**src/include/alu_macros.svh**
```systemverilog
`ifndef ALU_MACROS_SVH
`define ALU_MACROS_SVH

`define ALU_XLEN 32

// major opcodes, instr[31:26]
`define OP_SPECIAL 6'd0
`define OP_REGIMM  6'd1
`define OP_BEQ     6'd4
`define OP_BNE     6'd5
`define OP_BLEZ    6'd6
`define OP_BGTZ    6'd7
`define OP_ADDI    6'd8
`define OP_ADDIU   6'd9
`define OP_SLTI    6'd10
`define OP_SLTIU   6'd11
`define OP_ANDI    6'd12
`define OP_ORI     6'd13
`define OP_XORI    6'd14
`define OP_LUI     6'd15
`define OP_LB      6'd32
`define OP_LH      6'd33
`define OP_LWL     6'd34
`define OP_LW      6'd35
`define OP_LBU     6'd36
`define OP_LHU     6'd37
`define OP_LWR     6'd38
`define OP_SB      6'd40
`define OP_SH      6'd41
`define OP_SWL     6'd42
`define OP_SW      6'd43

// REGIMM branch selects, held in the rt field
`define RT_BLTZ    5'd0
`define RT_BGEZ    5'd1
`define RT_BLTZAL  5'd16
`define RT_BGEZAL  5'd17

// SPECIAL funct codes, instr[5:0]
`define FN_SLL     6'd0
`define FN_SRL     6'd2
`define FN_SRA     6'd3
`define FN_SLLV    6'd4
`define FN_SRLV    6'd6
`define FN_SRAV    6'd7
`define FN_MFHI    6'd16
`define FN_MTHI    6'd17
`define FN_MFLO    6'd18
`define FN_MTLO    6'd19
`define FN_MULT    6'd24
`define FN_MULTU   6'd25
`define FN_DIV     6'd26
`define FN_DIVU    6'd27
`define FN_ADD     6'd32
`define FN_ADDU    6'd33
`define FN_SUB     6'd34
`define FN_SUBU    6'd35
`define FN_AND     6'd36
`define FN_OR      6'd37
`define FN_XOR     6'd38
`define FN_NOR     6'd39
`define FN_SLT     6'd42
`define FN_SLTU    6'd43

`endif

```
**src/verilog/alu_pkg.sv**
```systemverilog
`include "alu_macros.svh"

package alu_pkg;

    typedef logic [`ALU_XLEN-1:0] word_t;

    typedef struct packed {
        logic [5:0] opcode;
        logic [4:0] rs;
        logic [4:0] rt;
        logic [4:0] rd;
        logic [4:0] shamt;
        logic [5:0] funct;
    } r_fmt_t;

    typedef struct packed {
        logic [5:0]  opcode;
        logic [4:0]  rs;
        logic [4:0]  rt;
        logic [15:0] imm;
    } i_fmt_t;

    // same word, R view for funct/shamt, I view for the immediate
    typedef union packed {
        r_fmt_t r;
        i_fmt_t i;
    } instr_word_t;

    typedef enum logic [4:0] {
        ALU_ADD, ALU_SUB, ALU_AND, ALU_OR, ALU_XOR, ALU_NOR,
        ALU_SLT, ALU_SLTU, ALU_SLL, ALU_SRL, ALU_SRA, ALU_LUI,
        ALU_MULT, ALU_MULTU, ALU_DIV, ALU_DIVU, ALU_PASS_A, ALU_NONE
    } alu_op_e;

    typedef enum logic [2:0] {
        BR_NONE, BR_EQ, BR_NE, BR_LEZ, BR_GTZ, BR_LTZ, BR_GEZ
    } br_cond_e;

    typedef enum logic [1:0] {
        RES_ALU, RES_HI, RES_LO, RES_ZERO
    } res_sel_e;

endpackage

```
**src/verilog/alu_ctrl_if.sv**
```systemverilog
`timescale 1ns/1ps

interface alu_ctrl_if
    import alu_pkg::*;
(
    input logic clk // only samples assertions
);
    alu_op_e    alu_op;
    logic       use_imm;   // operand b from imm
    word_t      imm;       // already extended
    logic       shamt_sel; // shift amount from op1
    logic [4:0] shamt;
    br_cond_e   br_cond;
    logic       link;
    logic       mem_op;    // load or store
    logic       wr_hi;
    logic       wr_lo;
    res_sel_e   res_sel;
    logic       illegal;

    modport dec (input clk, output alu_op, use_imm, imm, shamt_sel, shamt,
                 br_cond, link, mem_op, wr_hi, wr_lo, res_sel, illegal);

    modport exe (input clk, alu_op, use_imm, imm, shamt_sel, shamt, br_cond, mem_op);

    modport res (input wr_hi, wr_lo, res_sel);

endinterface

```
**src/verilog/instr_decode.sv**
```systemverilog
`timescale 1ns/1ps
`include "alu_macros.svh"

module instr_decode
    import alu_pkg::*;
(
    input instr_word_t instr,
    alu_ctrl_if.dec    ctrl
);
    word_t simm;
    word_t uimm;

    assign simm = {{16{instr.i.imm[15]}}, instr.i.imm};
    assign uimm = {16'h0000, instr.i.imm};

    always_comb begin
        ctrl.alu_op    = ALU_NONE;
        ctrl.use_imm   = 1'b0;
        ctrl.imm       = simm;
        ctrl.shamt_sel = 1'b0;
        ctrl.shamt     = instr.r.shamt;
        ctrl.br_cond   = BR_NONE;
        ctrl.link      = 1'b0;
        ctrl.mem_op    = 1'b0;
        ctrl.wr_hi     = 1'b0;
        ctrl.wr_lo     = 1'b0;
        ctrl.res_sel   = RES_ALU;
        ctrl.illegal   = 1'b0;
        case (instr.r.opcode)
            `OP_SPECIAL: begin
                case (instr.r.funct)
                    `FN_SLL:  ctrl.alu_op = ALU_SLL;
                    `FN_SRL:  ctrl.alu_op = ALU_SRL;
                    `FN_SRA:  ctrl.alu_op = ALU_SRA;
                    `FN_SLLV: begin
                        ctrl.alu_op    = ALU_SLL;
                        ctrl.shamt_sel = 1'b1;
                    end
                    `FN_SRLV: begin
                        ctrl.alu_op    = ALU_SRL;
                        ctrl.shamt_sel = 1'b1;
                    end
                    `FN_SRAV: begin
                        ctrl.alu_op    = ALU_SRA;
                        ctrl.shamt_sel = 1'b1;
                    end
                    `FN_MFHI: ctrl.res_sel = RES_HI;
                    `FN_MFLO: ctrl.res_sel = RES_LO;
                    `FN_MTHI: begin
                        ctrl.alu_op  = ALU_PASS_A;
                        ctrl.wr_hi   = 1'b1;
                        ctrl.res_sel = RES_ZERO;
                    end
                    `FN_MTLO: begin
                        ctrl.alu_op  = ALU_PASS_A;
                        ctrl.wr_lo   = 1'b1;
                        ctrl.res_sel = RES_ZERO;
                    end
                    `FN_MULT, `FN_MULTU, `FN_DIV, `FN_DIVU: begin
                        ctrl.wr_hi   = 1'b1;
                        ctrl.wr_lo   = 1'b1;
                        ctrl.res_sel = RES_ZERO;
                        case (instr.r.funct)
                            `FN_MULT:  ctrl.alu_op = ALU_MULT;
                            `FN_MULTU: ctrl.alu_op = ALU_MULTU;
                            `FN_DIV:   ctrl.alu_op = ALU_DIV;
                            default:   ctrl.alu_op = ALU_DIVU;
                        endcase
                    end
                    `FN_ADD, `FN_ADDU: ctrl.alu_op = ALU_ADD; // no overflow trap
                    `FN_SUB, `FN_SUBU: ctrl.alu_op = ALU_SUB;
                    `FN_AND:  ctrl.alu_op = ALU_AND;
                    `FN_OR:   ctrl.alu_op = ALU_OR;
                    `FN_XOR:  ctrl.alu_op = ALU_XOR;
                    `FN_NOR:  ctrl.alu_op = ALU_NOR;
                    `FN_SLT:  ctrl.alu_op = ALU_SLT;
                    `FN_SLTU: ctrl.alu_op = ALU_SLTU;
                    default: begin
                        ctrl.illegal = 1'b1;
                        ctrl.res_sel = RES_ZERO;
                    end
                endcase
            end
            `OP_REGIMM: begin
                ctrl.res_sel = RES_ZERO;
                case (instr.i.rt)
                    `RT_BLTZ: ctrl.br_cond = BR_LTZ;
                    `RT_BGEZ: ctrl.br_cond = BR_GEZ;
                    `RT_BLTZAL: begin
                        ctrl.br_cond = BR_LTZ;
                        ctrl.link    = 1'b1; // taken or not
                    end
                    `RT_BGEZAL: begin
                        ctrl.br_cond = BR_GEZ;
                        ctrl.link    = 1'b1;
                    end
                    default: ctrl.illegal = 1'b1;
                endcase
            end
            `OP_BEQ, `OP_BNE, `OP_BLEZ, `OP_BGTZ: begin
                ctrl.res_sel = RES_ZERO;
                case (instr.i.opcode)
                    `OP_BEQ:  ctrl.br_cond = BR_EQ;
                    `OP_BNE:  ctrl.br_cond = BR_NE;
                    `OP_BLEZ: ctrl.br_cond = BR_LEZ;
                    default:  ctrl.br_cond = BR_GTZ;
                endcase
            end
            `OP_ADDI, `OP_ADDIU, `OP_SLTI, `OP_SLTIU: begin
                ctrl.use_imm = 1'b1;
                case (instr.i.opcode)
                    `OP_SLTI:  ctrl.alu_op = ALU_SLT;
                    `OP_SLTIU: ctrl.alu_op = ALU_SLTU; // unsigned vs sign-extended imm
                    default:   ctrl.alu_op = ALU_ADD;
                endcase
            end
            `OP_ANDI, `OP_ORI, `OP_XORI, `OP_LUI: begin
                ctrl.use_imm = 1'b1;
                ctrl.imm     = uimm; // logic forms zero-extend
                case (instr.i.opcode)
                    `OP_ANDI: ctrl.alu_op = ALU_AND;
                    `OP_ORI:  ctrl.alu_op = ALU_OR;
                    `OP_XORI: ctrl.alu_op = ALU_XOR;
                    default:  ctrl.alu_op = ALU_LUI;
                endcase
            end
            `OP_LB, `OP_LH, `OP_LWL, `OP_LW, `OP_LBU, `OP_LHU, `OP_LWR,
            `OP_SB, `OP_SH, `OP_SWL, `OP_SW: begin
                ctrl.mem_op  = 1'b1; // address only, data handled elsewhere
                ctrl.res_sel = RES_ZERO;
            end
            default: begin
                ctrl.illegal = 1'b1;
                ctrl.res_sel = RES_ZERO;
            end
        endcase
    end

    // an illegal word must never reach the HI/LO write path
    a_illegal_no_wr: assert property (@(posedge ctrl.clk)
        ctrl.illegal |-> !(ctrl.wr_hi || ctrl.wr_lo));

endmodule

```
**src/flat_wrapper.sv**
```systemverilog
// flat-port wrapper written by rule: the top's interface ports become plain ports
module instr_decode_flat import alu_pkg::*;
  (instr, clk, ctrl_alu_op, ctrl_use_imm, ctrl_imm, ctrl_shamt_sel, ctrl_shamt, ctrl_br_cond, ctrl_link, ctrl_mem_op, ctrl_wr_hi, ctrl_wr_lo, ctrl_res_sel, ctrl_illegal);
  alu_ctrl_if ctrl_i (.clk(clk));
  input instr_word_t instr;
  input wire logic clk;
  output wire logic [$bits(ctrl_i.alu_op)-1:0] ctrl_alu_op;
  output wire logic [$bits(ctrl_i.use_imm)-1:0] ctrl_use_imm;
  output wire logic [$bits(ctrl_i.imm)-1:0] ctrl_imm;
  output wire logic [$bits(ctrl_i.shamt_sel)-1:0] ctrl_shamt_sel;
  output wire logic [$bits(ctrl_i.shamt)-1:0] ctrl_shamt;
  output wire logic [$bits(ctrl_i.br_cond)-1:0] ctrl_br_cond;
  output wire logic [$bits(ctrl_i.link)-1:0] ctrl_link;
  output wire logic [$bits(ctrl_i.mem_op)-1:0] ctrl_mem_op;
  output wire logic [$bits(ctrl_i.wr_hi)-1:0] ctrl_wr_hi;
  output wire logic [$bits(ctrl_i.wr_lo)-1:0] ctrl_wr_lo;
  output wire logic [$bits(ctrl_i.res_sel)-1:0] ctrl_res_sel;
  output wire logic [$bits(ctrl_i.illegal)-1:0] ctrl_illegal;
  assign ctrl_alu_op = ctrl_i.alu_op;
  assign ctrl_use_imm = ctrl_i.use_imm;
  assign ctrl_imm = ctrl_i.imm;
  assign ctrl_shamt_sel = ctrl_i.shamt_sel;
  assign ctrl_shamt = ctrl_i.shamt;
  assign ctrl_br_cond = ctrl_i.br_cond;
  assign ctrl_link = ctrl_i.link;
  assign ctrl_mem_op = ctrl_i.mem_op;
  assign ctrl_wr_hi = ctrl_i.wr_hi;
  assign ctrl_wr_lo = ctrl_i.wr_lo;
  assign ctrl_res_sel = ctrl_i.res_sel;
  assign ctrl_illegal = ctrl_i.illegal;
  instr_decode u_core (.instr(instr), .ctrl(ctrl_i));
endmodule
```
**config.mk**
```make
export PLATFORM = sky130hd
export DESIGN_NAME = instr_decode_flat
export DESIGN_NICKNAME = d
export VERILOG_FILES = /design/src/verilog/alu_pkg.sv /design/src/verilog/alu_ctrl_if.sv /design/src/verilog/instr_decode.sv /design/src/flat_wrapper.sv
export VERILOG_INCLUDE_DIRS = /design/src /design/src/include
export SDC_FILE = /design/constraint.sdc
export NUM_CORES = 1
export LEC_CHECK = 0
export BUFFER_PORTS_ARGS = -buffer_cell sky130_fd_sc_hd__buf_2
export CAP_MARGIN = 40
export CORE_MARGIN = 10
export CORE_UTILIZATION = 30
export DETAILED_ROUTE_END_ITERATION = 12
export MAX_ROUTING_LAYER = met4
export PLACE_DENSITY = 0.71
export SLEW_MARGIN = 40
export SYNTH_ARGS = -nofsm -noshare
export SYNTH_HDL_FRONTEND = slang
export SYNTH_SLANG_ARGS = --single-unit
```
**constraint.sdc**
```tcl
create_clock -name vclk -period 1.8
set_input_delay 0.18 -clock vclk [all_inputs]
set_output_delay 0.18 -clock vclk [all_outputs]
set_load 0.03 [all_outputs]
```
======== After elaboration in Yosys (flattened, before gate mapping) ========
Cells that the tools add are included.
storage, ports and cells
  bits of input ports ..................... 33
  bits in registers ....................... 0
  output and inout bits ................... 54
operators by class
  equal/unequal tests ..................... 50
  reduce and logical (&&, ||, !) cells .... 25
  multiplexer cells ....................... 24
operators with widths
  operator              number
  $eq A6 B6 Y1 const B  21
  $pmux W5 S13          1
  $eq A6 B4 Y1 const B  8
  $eq A6 B5 Y1 const B  8
  $eq A6 B3 Y1 const B  7
  $mux W32              1
  $reduce_or A24 Y1     1
  $reduce_or A23 Y1     1
  $reduce_or A4 Y1      5
  $pmux W3 S2           3
  $reduce_or A2 Y1      9
  $reduce_or A16 Y1     1
  $pmux W5 S3           1
  $eq A6 B2 Y1 const B  2
  $logic_not A6 Y1      2
  $mux W1               12
  $pmux W2 S3           2
  $pmux W4 S3           1
  $reduce_or A11 Y1     1
  $eq A5 B5 Y1 const B  2
  $reduce_or A5 Y1      2
  $pmux W3 S3           1
  $reduce_or A8 Y1      1
  $eq A6 B1 Y1 const B  1
  other kinds (5)       5

======== Logic depth before layout (Yosys ltp) ========
  depth after elaboration ................. 4
  depth in mapped cells ................... 5
  depth with buffers taken out ............ 4

======== Worst setup path before layout ========
Ideal clock, no wire load.
  path type ............................... input to output
  start ................................... input instr[29] (netlist name)
  end ..................................... output ctrl_imm[17]
  data arrival time ....................... 2.684 ns
  setup slack ............................. -1.064 ns
  required time ........................... 1.620 ns
  cell stages on the path ................. 5
  path buffers ............................ 3
  cell sequence ........................... clkbuf_1 > and2_1 > clkbuf_1 > a21boi_0 > buf_4
on the way
  longest elaborated chain between the ends .. 3
  elaborated cells on any way between the ends .. 6
  classes of those cells .................. 4 x eq/ne; 1 x mux; 1 x reduce/logical
RTL lines
  element               RTL line            RTL
  from (decl)           flat_wrapper.sv:5   input instr_word_t instr;
  $eq A6 B4 Y1          instr_decode.sv:29  case (instr.r.opcode)
  $reduce_or A4 Y1 (*)  -
  $mux W32 (*)          instr_decode.sv:29
  to (decl)             flat_wrapper.sv:9   output wire logic [$bits(ctrl_i.imm)-1:0] ctrl_imm;
Every way passes the cells marked *; elsewhere a longest branch is shown, timed or not.

======== Worst setup path after layout ========
  start ................................... input instr[28] (netlist name)
  end ..................................... output ctrl_br_cond[1]
on the way
  longest elaborated chain between the ends .. 3
  elaborated cells on any way between the ends .. 8
  classes of those cells .................. 5 x eq/ne; 2 x mux; 1 x reduce/logical
RTL lines
  element                                          RTL line                                 RTL
  $eq A6 B3 Y1, on equally long branches           instr_decode.sv:29, instr_decode.sv:102
  $pmux W3 S3 or $reduce_or A4 Y1 (tied branches)  -
  $pmux W3 S2 (*)                                  instr_decode.sv:29
  to (decl)                                        flat_wrapper.sv:12                       output wire logic [$bits(ctrl_i.br_cond)-1:0] ctrl_br_cond;
Marks and branches as above.

==> flow_results.org <==
** Status
- Outcome :: finished, final reports clean

** GRT
- Summed over all layers, the global routing overflow is 0.
- The first global-routing pass estimated 4.381 mm of wire.
- Largest net degree at the start of global routing :: 17
- Gr usage total :: 9.587%
- The number of antenna violations at the first check in global routing was 0.
- Via count of the first global-routing pass :: 986

** Pwr
- Clock share of power :: 0%
- PD cells :: 279.4 nW/um2
- Peak supply drop :: 110.4 uV
- Cell Int Power :: 88.73 uW
- Combinational cells account for 100.0% of the total power.
- Net Sw Power :: 185.7 uW
- Static leakage power :: 0.0004730 uW
- Net switching is 67.66% of the power.
- Part of the power in registers :: 0%

** Timing
- Achievable clock frequency :: 582.0 MHz
- Rel. slew slack :: 77.16%
- Setup violations remaining at the end of the flow were counted as 0.
- Tmin final :: 1.718 ns
- The number of max-slew violations in the final report came to 0.
- Setup total negative slack on the finished layout was measured at 0 ns.
- Final clock period utilization by the worst path :: 95.45%
- Worst Max-Slew Pin Slew :: 0.3394 ns
- Setup repair after global routing left no endpoint under its margin.
- The count of final hold-check violations was 0.

** Setup path
- Along the worst path, the maximum fanout reaches 8.
- Maximum single-stage delay on the critical path :: 0.57 ns
- Counting both buffers and inverters, the worst setup path holds a total of 2.
- STA classifies the critical path startpoint as an input pin.
- The largest individual stage delay along the critical path comes from the cell sky130_fd_sc_hd__or4_1.
- The critical path in this run is classified as input pin to primary output.
- Data arrival time of the critical path :: 1.54 ns
- Worst path top cell family by delay :: simple AND/OR/NAND/NOR gates
- Critical path cell sequence :: buf_2 > or4_1 > nor3_4 > nand2_2 > o22ai_1 > buf_4
- Kind of end point of the critical path :: primary output
- Req. time, crit path :: 1.62 ns

** Final layout
- Number of clock buffers in the layout :: 0
- Relative to the synthesized area, the layout overhead comes to 10.10%.
- The count of cells in the finished layout, fillers not included, comes to 189.
- Antenna cells :: 0
- Of the cells placed in the final design, the portion with a size suffix greater than 1 is 46.84%.
- Net count, final :: 193
- Across the whole layout, storage elements account for 0 um2.
- Seq Cell Count :: 0
- Fill count :: 317

** Logic synthesis
- Area fraction of the dominant cell type after synthesis :: 30.29%
- Most common library cells after synthesis :: sky130_fd_sc_hd__buf_4 (36), sky130_fd_sc_hd__a21oi_1 (9), sky130_fd_sc_hd__nor2_1 (9)
- Synth area leader :: sky130_fd_sc_hd__buf_4
- Average instance area after synthesis :: 6.372 um2
- Counting distinct cell types in the post-synthesis netlist gives 41.
- For this run, the number of Yosys warnings is 0.
- The cell area that synthesis handed to floorplanning was 892.1 um2.
- Cells taking the most area after synthesis :: sky130_fd_sc_hd__buf_4 (30%), sky130_fd_sc_hd__a21oi_1 (5.0%), sky130_fd_sc_hd__nand2b_1 (4.2%)
- Summing the sequential cell areas from Yosys gives 0% of the chip area.
- Cells after Synth :: 140
- Synthesis produced a netlist with a net count of 173.
- By instance count, the leading cell after synthesis is sky130_fd_sc_hd__buf_4.

** Min path
- The worst hold path passes through 0 cells.
- Hold Startpoint :: instr[11]
- The worst hold path belongs to the class input pin to primary output.
- Worst Hold Endpoint :: ctrl_imm[11]

** Floorplan
- DIE WIDTH :: 74.53 um
- Boundary pin count :: 87
- For this configuration, the core starts out at a cell density of 31.80%.
- The floorplan step defined a die boundary enclosing 5555 um2.
- Die height :: 74.53 um
- Row count :: 19
- Core ar. :: 2805 um2

** Drt
- The count of nets left with antenna violations once routing finished came out at 0.
- Post-detailed-route via-to-cell ratio :: 5.238
- Vias :: 990
- First drt pass iteration count :: 4
- Dividing the detail-routed wire length by the instance count gives 14.43 um.
- The final layout contains routed wiring with a total length of 2.728 mm.
- After detailed routing, the number of remaining DRC violations is 0.
- Drt initial violations :: 22

** Clock network
- Post-CTS setup buffer count :: 0
- The number of hold buffers added after CTS was 0.
- Count of cells resized by post-cts repair :: 0

** Placement
- Once placement completed, the tool counted placed cells totaling 189.
- The count of buffers added on input and output ports is 58.
- RePlAce Congestion :: 0.9091
- After legalization and detailed placement, the total HPWL measured 2.295 mm.

** Flow run
- Max-cap violations in this run came to 0.
-- metal layers --
layer	GRT usage, %	routed length (um)	vias to the layer above
met5	-	0	-
met4	1.050	12	0
met3	2.128	245	3
met2	16.43	1251	50
met1	11.49	1218	447
li1	-	-	490
-- worst max path at each step --
stage                          from              end  slack (ns)  cells after the start
final                     instr[28]  ctrl_br_cond[1]        0.08                      6
after floorplan           instr[26]   ctrl_alu_op[0]        0.09                      5
after detailed placement  instr[28]  ctrl_br_cond[1]        0.05                      6
after global placement    instr[28]  ctrl_br_cond[1]        0.08                      6
after CTS                 instr[28]  ctrl_br_cond[1]        0.05                      6
after global routing      instr[28]  ctrl_br_cond[1]        0.03                      6
-- power groups by stage --
| stage | registers, uW | logic (uW) | clock network (uW) |
|---|---|---|---|
| final | 0 | 274 | 0 |
| after global routing | 0 | 299 | 0 |
| after CTS | 0 | 274 | 0 |
| after detailed placement | 0 | 273 | 0 |
| after global placement | 0 | 271 | 0 |
| after floorplan | 0 | 283 | 0 |
-- through the flow --
step	util (%)	worst slack, ns	hold WS, ns	total power (uW)	cell area (um2)
final	35.01	0.08181	0.3600	274.4	982.2
after CTS	34.34	0.05181	0.3602	274.2	963.4
after global routing	35.01	0.02695	0.3601	298.9	982.2
after floorplan	-	0.09478	0.4917	283.3	909.6
after global placement	34.34	0.08487	0.3602	271.2	963.4
after detailed placement	34.34	0.05458	0.3602	273.1	963.4
-- layout make-up --
cell class	instances	area, um2	share of cell area (%)
Timing Repair Buffer	64	340.3	34.65
Tap cell	31	38.79	3.949
Inverter	4	15.01	1.529
Multi-Input combinational cell	90	588.1	59.87
-- cell usage in the layout (no fill, tap or decap), drive strengths merged, types with 4 or more instances in the layout --
cell,instances
nor3,4
a21oi,11
buf,63
nand2,8
nor2b,6
and3,4
inv,4
nand2b,6
o21ai,7
nor2,10
-- cell families (layout without fill, tap and decap cells) --
kind of cell	Yosys count	in the layout	share of synthesized area (%)
buf+inv	50	68	37.59
simple gates	52	52	33.80
compound gates	34	34	24.55
fa+ha+maj	1	1	1.122
xor+xnor	3	3	2.946
No activity file was read; power rests on OpenSTA's default activity.
